$ cat config.mk
export PLATFORM = sky130hd
export DESIGN_NAME = posit_div_top
export DESIGN_NICKNAME = d
export VERILOG_FILES = /design/src/posit_pkg.sv /design/src/posit_decode.sv /design/src/posit_div.sv /design/src/posit_encode.sv /design/src/posit_div_top.sv
export VERILOG_INCLUDE_DIRS = /design/src
export SDC_FILE = /design/constraint.sdc
export NUM_CORES = 2
export LEC_CHECK = 0
export ABC_AREA = 1
export BUFFER_PORTS_ARGS = -buffer_cell sky130_fd_sc_hd__buf_2
export CAP_MARGIN = 40
export CORE_ASPECT_RATIO = 1.2
export CORE_MARGIN = 4
export CORE_UTILIZATION = 35
export CTS_BUF_LIST = sky130_fd_sc_hd__clkbuf_4 sky130_fd_sc_hd__clkbuf_8
export CTS_CLUSTER_SIZE = 40
export DETAILED_ROUTE_END_ITERATION = 7
export PLACE_DENSITY_LB_ADDON = 0.2
export SYNTH_ARGS = -nofsm -noshare
export SYNTH_HDL_FRONTEND = slang
export SYNTH_SLANG_ARGS = --single-unit
export TNS_END_PERCENT = 10
$ cat constraint.sdc
create_clock -name clk -period 167.3 [get_ports clk]
set_clock_uncertainty 0.2 [all_clocks]
set_input_delay 0 -clock clk [delete_from_list [all_inputs] [get_ports clk]]
set_output_delay 0 -clock clk [all_outputs]
set_load 0.1 [all_outputs]
$ cat src/posit_settings.svh
// format constants for the 16-bit, es=1 posit divider
// include wherever a field width or saturation bound is needed

`ifndef POSIT_SETTINGS_SVH
`define POSIT_SETTINGS_SVH

// word and exponent field
`define POSIT_N 16                  // posit word width
`define POSIT_ES 1                  // exponent bits

// derived widths
`define POSIT_RS ($clog2(`POSIT_N))                  // regime count width
`define POSIT_SW (`POSIT_RS + `POSIT_ES + 3)         // signed scale width

// saturation bound, regime of maxpos
`define POSIT_MAXK (`POSIT_N - 2)

`endif

$ cat src/posit_pkg.sv
// shared types for the posit divider pipeline
// every stage imports this and passes one struct to the next

`include "posit_settings.svh"

package posit_pkg;

  //////////////////////////////////////////////////
  // raw word
  //////////////////////////////////////////////////
  typedef logic [`POSIT_N-1:0] positWord_t;

  // not-a-real, sign bit alone
  localparam positWord_t NarWord = {1'b1, {(`POSIT_N-1){1'b0}}};

  //////////////////////////////////////////////////
  // stage payloads
  //////////////////////////////////////////////////
  typedef struct packed {
    logic                      sign;
    logic                      nar;
    logic                      zero;
    logic signed [`POSIT_RS:0] k;         // regime value
    logic [`POSIT_ES-1:0]      exponent;
    logic [`POSIT_N-1:0]       mant;      // hidden one at msb
  } decodedPosit_t;

  typedef struct packed {
    decodedPosit_t a;                     // dividend
    decodedPosit_t b;                     // divisor
    logic          valid;
  } operandPair_t;

  typedef struct packed {
    logic                        sign;
    logic                        nar;
    logic                        zero;
    logic signed [`POSIT_SW-1:0] scale;   // k * 2^es + e
    logic [2*`POSIT_N-1:0]       mant;    // normalised, sticky in lsb
    logic                        valid;
  } quotient_t;

  typedef struct packed {
    positWord_t word;
    logic       overflow;
    logic       underflow;
    logic       valid;
  } positResult_t;

endpackage

$ cat src/posit_decode.sv
// input stage of the divider
// splits both raw posits into sign, regime, exponent and mantissa, one cycle

`timescale 1ns/100ps
`include "posit_settings.svh"

module posit_decode (
  input  logic                   clk,
  input  logic                   rstN,
  input  posit_pkg::positWord_t  opA,
  input  posit_pkg::positWord_t  opB,
  input  logic                   inValid,
  output posit_pkg::operandPair_t operands
);

  import posit_pkg::*;

  //////////////////////////////////////////////////
  // field extraction for one word
  //////////////////////////////////////////////////
  function automatic decodedPosit_t decodeOne(positWord_t w);
    decodedPosit_t       d;
    positWord_t          mag;
    logic [`POSIT_N-2:0] body;
    logic [`POSIT_N-2:0] rest;
    logic                regBit;
    logic                runDone;
    int                  runLen;

    d.sign = w[`POSIT_N-1];
    d.nar  = (w == NarWord);
    d.zero = (w == '0);
    mag    = d.sign ? -w : w;              // work on the magnitude
    body   = mag[`POSIT_N-2:0];
    regBit = body[`POSIT_N-2];             // first regime bit sets the run polarity

    // leading-run detector
    runLen  = 0;
    runDone = 1'b0;
    for (int i = `POSIT_N-2; i >= 0; i--) begin
      if (!runDone && body[i] == regBit) begin
        runLen++;
      end else begin
        runDone = 1'b1;
      end
    end

    // ones run gives k = m-1, zeros run gives k = -m
    d.k = (`POSIT_RS+1)'(regBit ? runLen - 1 : -runLen);

    // drop run and terminator so zeros fill the cut-off bits
    rest       = body << (runLen + 1);
    d.exponent = rest[`POSIT_N-2 -: `POSIT_ES];
    d.mant     = {1'b1, rest[`POSIT_N-2-`POSIT_ES:0], {`POSIT_ES{1'b0}}};
    return d;
  endfunction

  //////////////////////////////////////////////////
  // operand register
  //////////////////////////////////////////////////
  always_ff @(posedge clk) begin
    operands.a     <= decodeOne(opA);
    operands.b     <= decodeOne(opB);
    operands.valid <= inValid;
    if (!rstN) begin
      operands.valid <= 1'b0;
    end
  end

  // regime of every real operand stays inside the maxpos bound
  assertRegimeRange: assert property (@(posedge clk) disable iff (!rstN)
    operands.valid |->
      (operands.a.zero || operands.a.nar ||
        (operands.a.k >= -`POSIT_MAXK && operands.a.k <= `POSIT_MAXK)) &&
      (operands.b.zero || operands.b.nar ||
        (operands.b.k >= -`POSIT_MAXK && operands.b.k <= `POSIT_MAXK)));

endmodule

$ cat src/posit_div.sv
// middle stage of the divider
// divides the mantissas, subtracts the scales and normalises the quotient
// combinational core, registered at the output, one cycle

`timescale 1ns/100ps
`include "posit_settings.svh"

module posit_div (
  input  logic                    clk,
  input  logic                    rstN,
  input  posit_pkg::operandPair_t operands,
  output posit_pkg::quotient_t    quotient
);

  import posit_pkg::*;

  localparam int N = `POSIT_N;

  logic [3*N-1:0]              dividend;   // mantA shifted up by 2N
  logic [3*N-1:0]              divisor;
  logic [3*N-1:0]              quo;
  logic                        remNz;      // anything left over
  logic [2*N-1:0]              normMant;
  logic signed [`POSIT_SW-1:0] kDiff;
  logic signed [`POSIT_SW-1:0] expDiff;
  quotient_t                   qNext;

  //////////////////////////////////////////////////
  // mantissa division
  //////////////////////////////////////////////////
  // hidden one is always set by decode, even for zero and NaR,
  // so the divisor never reads as 0
  always_comb begin
    dividend = {operands.a.mant, {(2*N){1'b0}}};
    divisor  = {{(2*N){1'b0}}, operands.b.mant};
    quo      = dividend / divisor;
    remNz    = |(dividend % divisor);
  end

  //////////////////////////////////////////////////
  // normalise and build scale
  //////////////////////////////////////////////////
  always_comb begin
    expDiff = $signed({1'b0, operands.a.exponent}) - $signed({1'b0, operands.b.exponent});
    kDiff   = operands.a.k - operands.b.k;

    // ratio of two [1,2) mantissas lies in (0.5,2)
    if (quo[2*N]) begin
      normMant = {quo[2*N:2], |quo[1:0] | remNz};      // ratio >= 1
    end else begin
      normMant = {quo[2*N-1:1], quo[0] | remNz};       // ratio < 1, one bit up
      expDiff  = expDiff - 1;                          // and pay for it here
    end

    qNext.sign  = operands.a.sign ^ operands.b.sign;
    qNext.nar   = operands.a.nar | operands.b.nar | operands.b.zero;   // x/0 is NaR too
    qNext.zero  = operands.a.zero & ~qNext.nar;
    qNext.scale = (kDiff <<< `POSIT_ES) + expDiff;
    qNext.mant  = normMant;
    qNext.valid = operands.valid;
  end

  //////////////////////////////////////////////////
  // quotient register
  //////////////////////////////////////////////////
  always_ff @(posedge clk) begin
    quotient <= qNext;
    if (!rstN) begin
      quotient.valid <= 1'b0;
    end
  end

  // normalisation leaves the leading one in place for real results
  assertQuoNorm: assert property (@(posedge clk) disable iff (!rstN)
    quotient.valid && !quotient.nar && !quotient.zero |-> quotient.mant[2*N-1]);

endmodule

$ cat src/posit_encode.sv
// output stage of the divider
// packs the quotient into a posit word, round to nearest even, saturating
// at maxpos / minpos with overflow and underflow flags, one cycle

`timescale 1ns/100ps
`include "posit_settings.svh"

module posit_encode (
  input  logic                    clk,
  input  logic                    rstN,
  input  posit_pkg::quotient_t    quotient,
  output posit_pkg::positResult_t result
);

  import posit_pkg::*;

  localparam int N        = `POSIT_N;
  localparam int ZW       = 3*N + `POSIT_ES;              // regime+exp+frac+pad
  localparam int MaxScale = `POSIT_MAXK << `POSIT_ES;     // scale of maxpos

  logic signed [`POSIT_SW-1:0] kOut;
  logic [`POSIT_ES-1:0]        eOut;
  int                          runLen;
  logic signed [ZW-1:0]        zSeed;
  logic signed [ZW-1:0]        zShift;
  logic [N-2:0]                body;
  logic                        guardBit;
  logic                        roundBit;
  logic                        stickyBit;
  logic                        roundUp;
  logic                        ovf;
  logic                        unf;
  positWord_t                  mag;
  positResult_t                rNext;

  //////////////////////////////////////////////////
  // regime run and rounding
  //////////////////////////////////////////////////
  always_comb begin
    kOut   = quotient.scale >>> `POSIT_ES;               // floor
    eOut   = quotient.scale[`POSIT_ES-1:0];
    runLen = (kOut >= 0) ? kOut + 1 : -kOut;

    // seed is r, ~r, exp, fraction; the arithmetic shift copies r in front
    zSeed  = {~kOut[`POSIT_SW-1], kOut[`POSIT_SW-1], eOut,
              quotient.mant[2*N-2:0], {(N-1){1'b0}}};
    zShift = zSeed >>> (runLen - 1);

    body      = zShift[ZW-1 -: N-1];
    guardBit  = zShift[ZW-N];
    roundBit  = zShift[ZW-N-1];
    stickyBit = |zShift[ZW-N-2:0];
    roundUp   = guardBit & (roundBit | stickyBit | body[0]);   // ties to even

    ovf = quotient.scale > MaxScale;
    unf = quotient.scale < -MaxScale;

    // carry may ripple into the regime but maxpos itself never rounds up
    if (ovf) begin
      mag = {1'b0, {(N-1){1'b1}}};
    end else if (unf) begin
      mag = positWord_t'(1);                            // minpos so never zero
    end else begin
      mag = {1'b0, body} + positWord_t'(roundUp);
    end
  end

  //////////////////////////////////////////////////
  // sign and specials
  //////////////////////////////////////////////////
  always_comb begin
    rNext.word      = quotient.sign ? -mag : mag;
    rNext.overflow  = quotient.valid & ~quotient.nar & ~quotient.zero & ovf;
    rNext.underflow = quotient.valid & ~quotient.nar & ~quotient.zero & unf;
    rNext.valid     = quotient.valid;
    if (quotient.nar) begin
      rNext.word = NarWord;
    end else if (quotient.zero) begin
      rNext.word = '0;
    end
  end

  always_ff @(posedge clk) begin
    result <= rNext;
    if (!rstN) begin
      result.overflow  <= 1'b0;
      result.underflow <= 1'b0;
      result.valid     <= 1'b0;
    end
  end

  // a real quotient never packs to zero or NaR
  assertRealWord: assert property (@(posedge clk) disable iff (!rstN)
    quotient.valid && !quotient.nar && !quotient.zero |=>
      result.word != NarWord && result.word != '0);

  // saturation flags only mark real results
  assertFlagsReal: assert property (@(posedge clk) disable iff (!rstN)
    result.valid && (result.word == NarWord || result.word == '0) |->
      !result.overflow && !result.underflow);

endmodule

$ cat src/posit_div_top.sv
// top of the three-stage posit divider, decode / divide / encode
// fixed 3-cycle latency, one division accepted every cycle

`timescale 1ns/100ps
`include "posit_settings.svh"

module posit_div_top (
  input  logic                  clk,
  input  logic                  rstN,
  input  posit_pkg::positWord_t opA,        // dividend
  input  posit_pkg::positWord_t opB,        // divisor
  input  logic                  inValid,
  output posit_pkg::positWord_t result,
  output logic                  overflow,
  output logic                  underflow,
  output logic                  outValid
);

  import posit_pkg::*;

  operandPair_t operands;   // decode -> div
  quotient_t    quotient;   // div -> encode
  positResult_t res;

  posit_decode i_decode (
    .clk      (clk),
    .rstN     (rstN),
    .opA      (opA),
    .opB      (opB),
    .inValid  (inValid),
    .operands (operands)
  );

  posit_div i_div (
    .clk      (clk),
    .rstN     (rstN),
    .operands (operands),
    .quotient (quotient)
  );

  posit_encode i_encode (
    .clk      (clk),
    .rstN     (rstN),
    .quotient (quotient),
    .result   (res)
  );

  // split the result struct onto the ports
  assign result    = res.word;
  assign overflow  = res.overflow;
  assign underflow = res.underflow;
  assign outValid  = res.valid;

endmodule

==> reports/metrics.yaml <==
dr.pass1.iters: 6
gr-max-usage-layer: "met2"
end_kind: "flop"
first_global_vias: 62000
cts_max_level: 3
area_growth_pct: 2.957
drtIter0Drc: 4104
drc: 0
grtUsageMet1_pct: 25.05
clock.fmax_mhz: 9.912
syn-num-nets: 11120
fin_tns_setup_ps: 0
fillerInstances: 18860
place_congestion: 0.9475
syn_area_um2: 59070
grt_use_total_pct: 21.23
path_max_fanout: 76
num_io_pins: 54
cts-root-buf: "clkbuf_8"
wire_per_inst_um: 15.24
hold_path.class: "in -> reg"
grt_pass1_wl_mm: 312.6
setup_slack_ps: 66410
status: "finished, final reports clean"
rsz0062_at_grt: "false"
slew_violations: 0
clock-sinks: 109
cpMostUsedCell: "nand2_1"
grt_max_degree: 77
ys_async_sr_fraction_pct: 0
layout_min_cycle_time_ps: 100890
die_w_um: 383.0
clk_latency_ps: 480
die_y_um: 458.0
critPathMaxStageDelay_ps: 620
hold_violations: 0
synth_area_leaders: "nand2_1 (18%), ha_1 (10%), inv_1 (8.4%)"
grt_overflow: 0
drtAntennaViolNets: 0
vias_per_cell: 5.143
worstPathRequired_ps: 167480
final_nets: 11010
cts_made_buffers: 9
syn_area_per_cell_um2: 5.573
worstPathArrival_ps: 101070
cts_tree: "built"
netlist.area_leader.share_pct: 17.91
ys.flop_type: "dfxtp_1"
setup_viol: 0
yosys-top-cells-count: "nand2_1 (2819), inv_1 (1322), nor2_1 (962)"
antenna_found_initial: 1
grt_use_met3_pct: 1.010
dieArea_um2: 175400
ys_seq_elements: 109
coreArea_um2: 167000
critPathLaunchType: "flop"
grt.met2_usage_pct: 40.31
max-clock-path-buffers: 2
yosys_warnings: 0
ys_types: 97
initial_utilization_pct: 35.36
fin_crit_sh_pct: 60.30
core.rowCount: 164
tightest_slew_ps: 874.5
crit_slowest_cell: "nor2_2"
timing.max_cap.violations: 0
wl_mm: 194.0
syn-instance-count: 10600
worstSetupPathType: "reg -> reg"
port_buffers: 53
yosysTopAreaCell: "nand2_1"
drive_above_1_share_pct: 12.04
dp_hpwl_mm: 158.5
ys_seq_area_share_pct: 3.694
cts.reportedPaths.clkPinSlew_ps: 150
max_slew_margin_pct: 41.70
yosysMostFrequentCell: "nand2_1"
synth_edf_count: 0
pre_cts_slack_ps: 66860
vias: 65480
cells in the final DEF, fill, tap and decap left out, types with 221 or more instances in the layout:
master	count
nand2_1	2819
inv_1	1307
nor2_1	961
nand3_1	798
o21ai_0	736
a21oi_1	499
ha_1	486
nand2_2	471
xor2_1	366
nand4_1	278
xnor2_1	221
flip-flops by register name, indices dropped and copies added (netlist names):
| name | flops |
|---|---|
| i_decode.operands | 47 |
| i_div.quotient | 43 |
| i_encode.result | 19 |
cell families after synthesis:
family | synth area share, %
and+or+nand+nor | 49.45
buffers and inverters | 13.02
AOI/OAI and AO/OA | 14.37
xor gates and xnor gates | 8.814
adders and majority gates | 10.40
DFF | 3.694
muxes | 0.2584
critical path: cells and delay by family (launching register included):
kind,cells,cell delay [ps]
AOI/OAI and AO/OA,198,37560
xor gates and xnor gates,1,290
adders and majority gates,33,11390
buffers and inverters,57,13250
DFF,1,370
and+or+nand+nor,276,37260
cell type report:
cell class	instances	area (um^2)	share of cell area [%]
antenna	1	2.502	0.004115
clock buffer	9	123.9	0.2037
clock inverter	7	86.33	0.1420
inverter	1484	5657	9.301
multi-input combinational	8772	49210	80.91
sequential	109	2183	3.590
tap	2241	2804	4.611
timing repair buffer	108	753.2	1.239
through the flow:
stage                     hold slack [ps]  cells  utilization (%)  area [um^2]
after CTS                           27.79  12730            36.40        60800
after global placement             -8.805  12690            36.13        60350
after floorplan                    -172.3  10600                -        59070
final                               82.32  12730            36.41        60820
after detailed placement           -3.354  12690            36.15        60390
after global routing                113.8  12730            36.41        60820
worst paths after layout:
kind,startpoint,end,cells after the start,slack [ps]
setup / recovery,i_decode.operands[3]$_SDFF_PP0_,i_div.quotient[1]$_DFF_P_,565,66410
hold / removal,opB[10],i_decode.operands[13]$_SDFF_PP0_,8,80
setup reg to reg,i_decode.operands[3]$_SDFF_PP0_,i_div.quotient[1]$_DFF_P_,565,66410
hold reg to reg,i_decode.operands[50]$_DFF_P_,i_div.quotient[43]$_DFF_P_,1,230
per-layer routing:
layer,part of all wire (%),vias to the layer above
met2,51,1318
met4,3.8,0
met5,0,-
li1,-,34190
met1,43,29590
met3,2.8,379
what timing repair did:
action / in CTS / in global routing
setup endpoints to repair: 0 / 0
buffers inserted: 0 / 0
gates resized for setup: 0 / 0
hold buffers: 20 / 0
endpoints found under the hold margin: 15 / 0
Power is not shown: default switching activity piles up to over one toggle a cycle in this logic, so the estimate is an artifact.
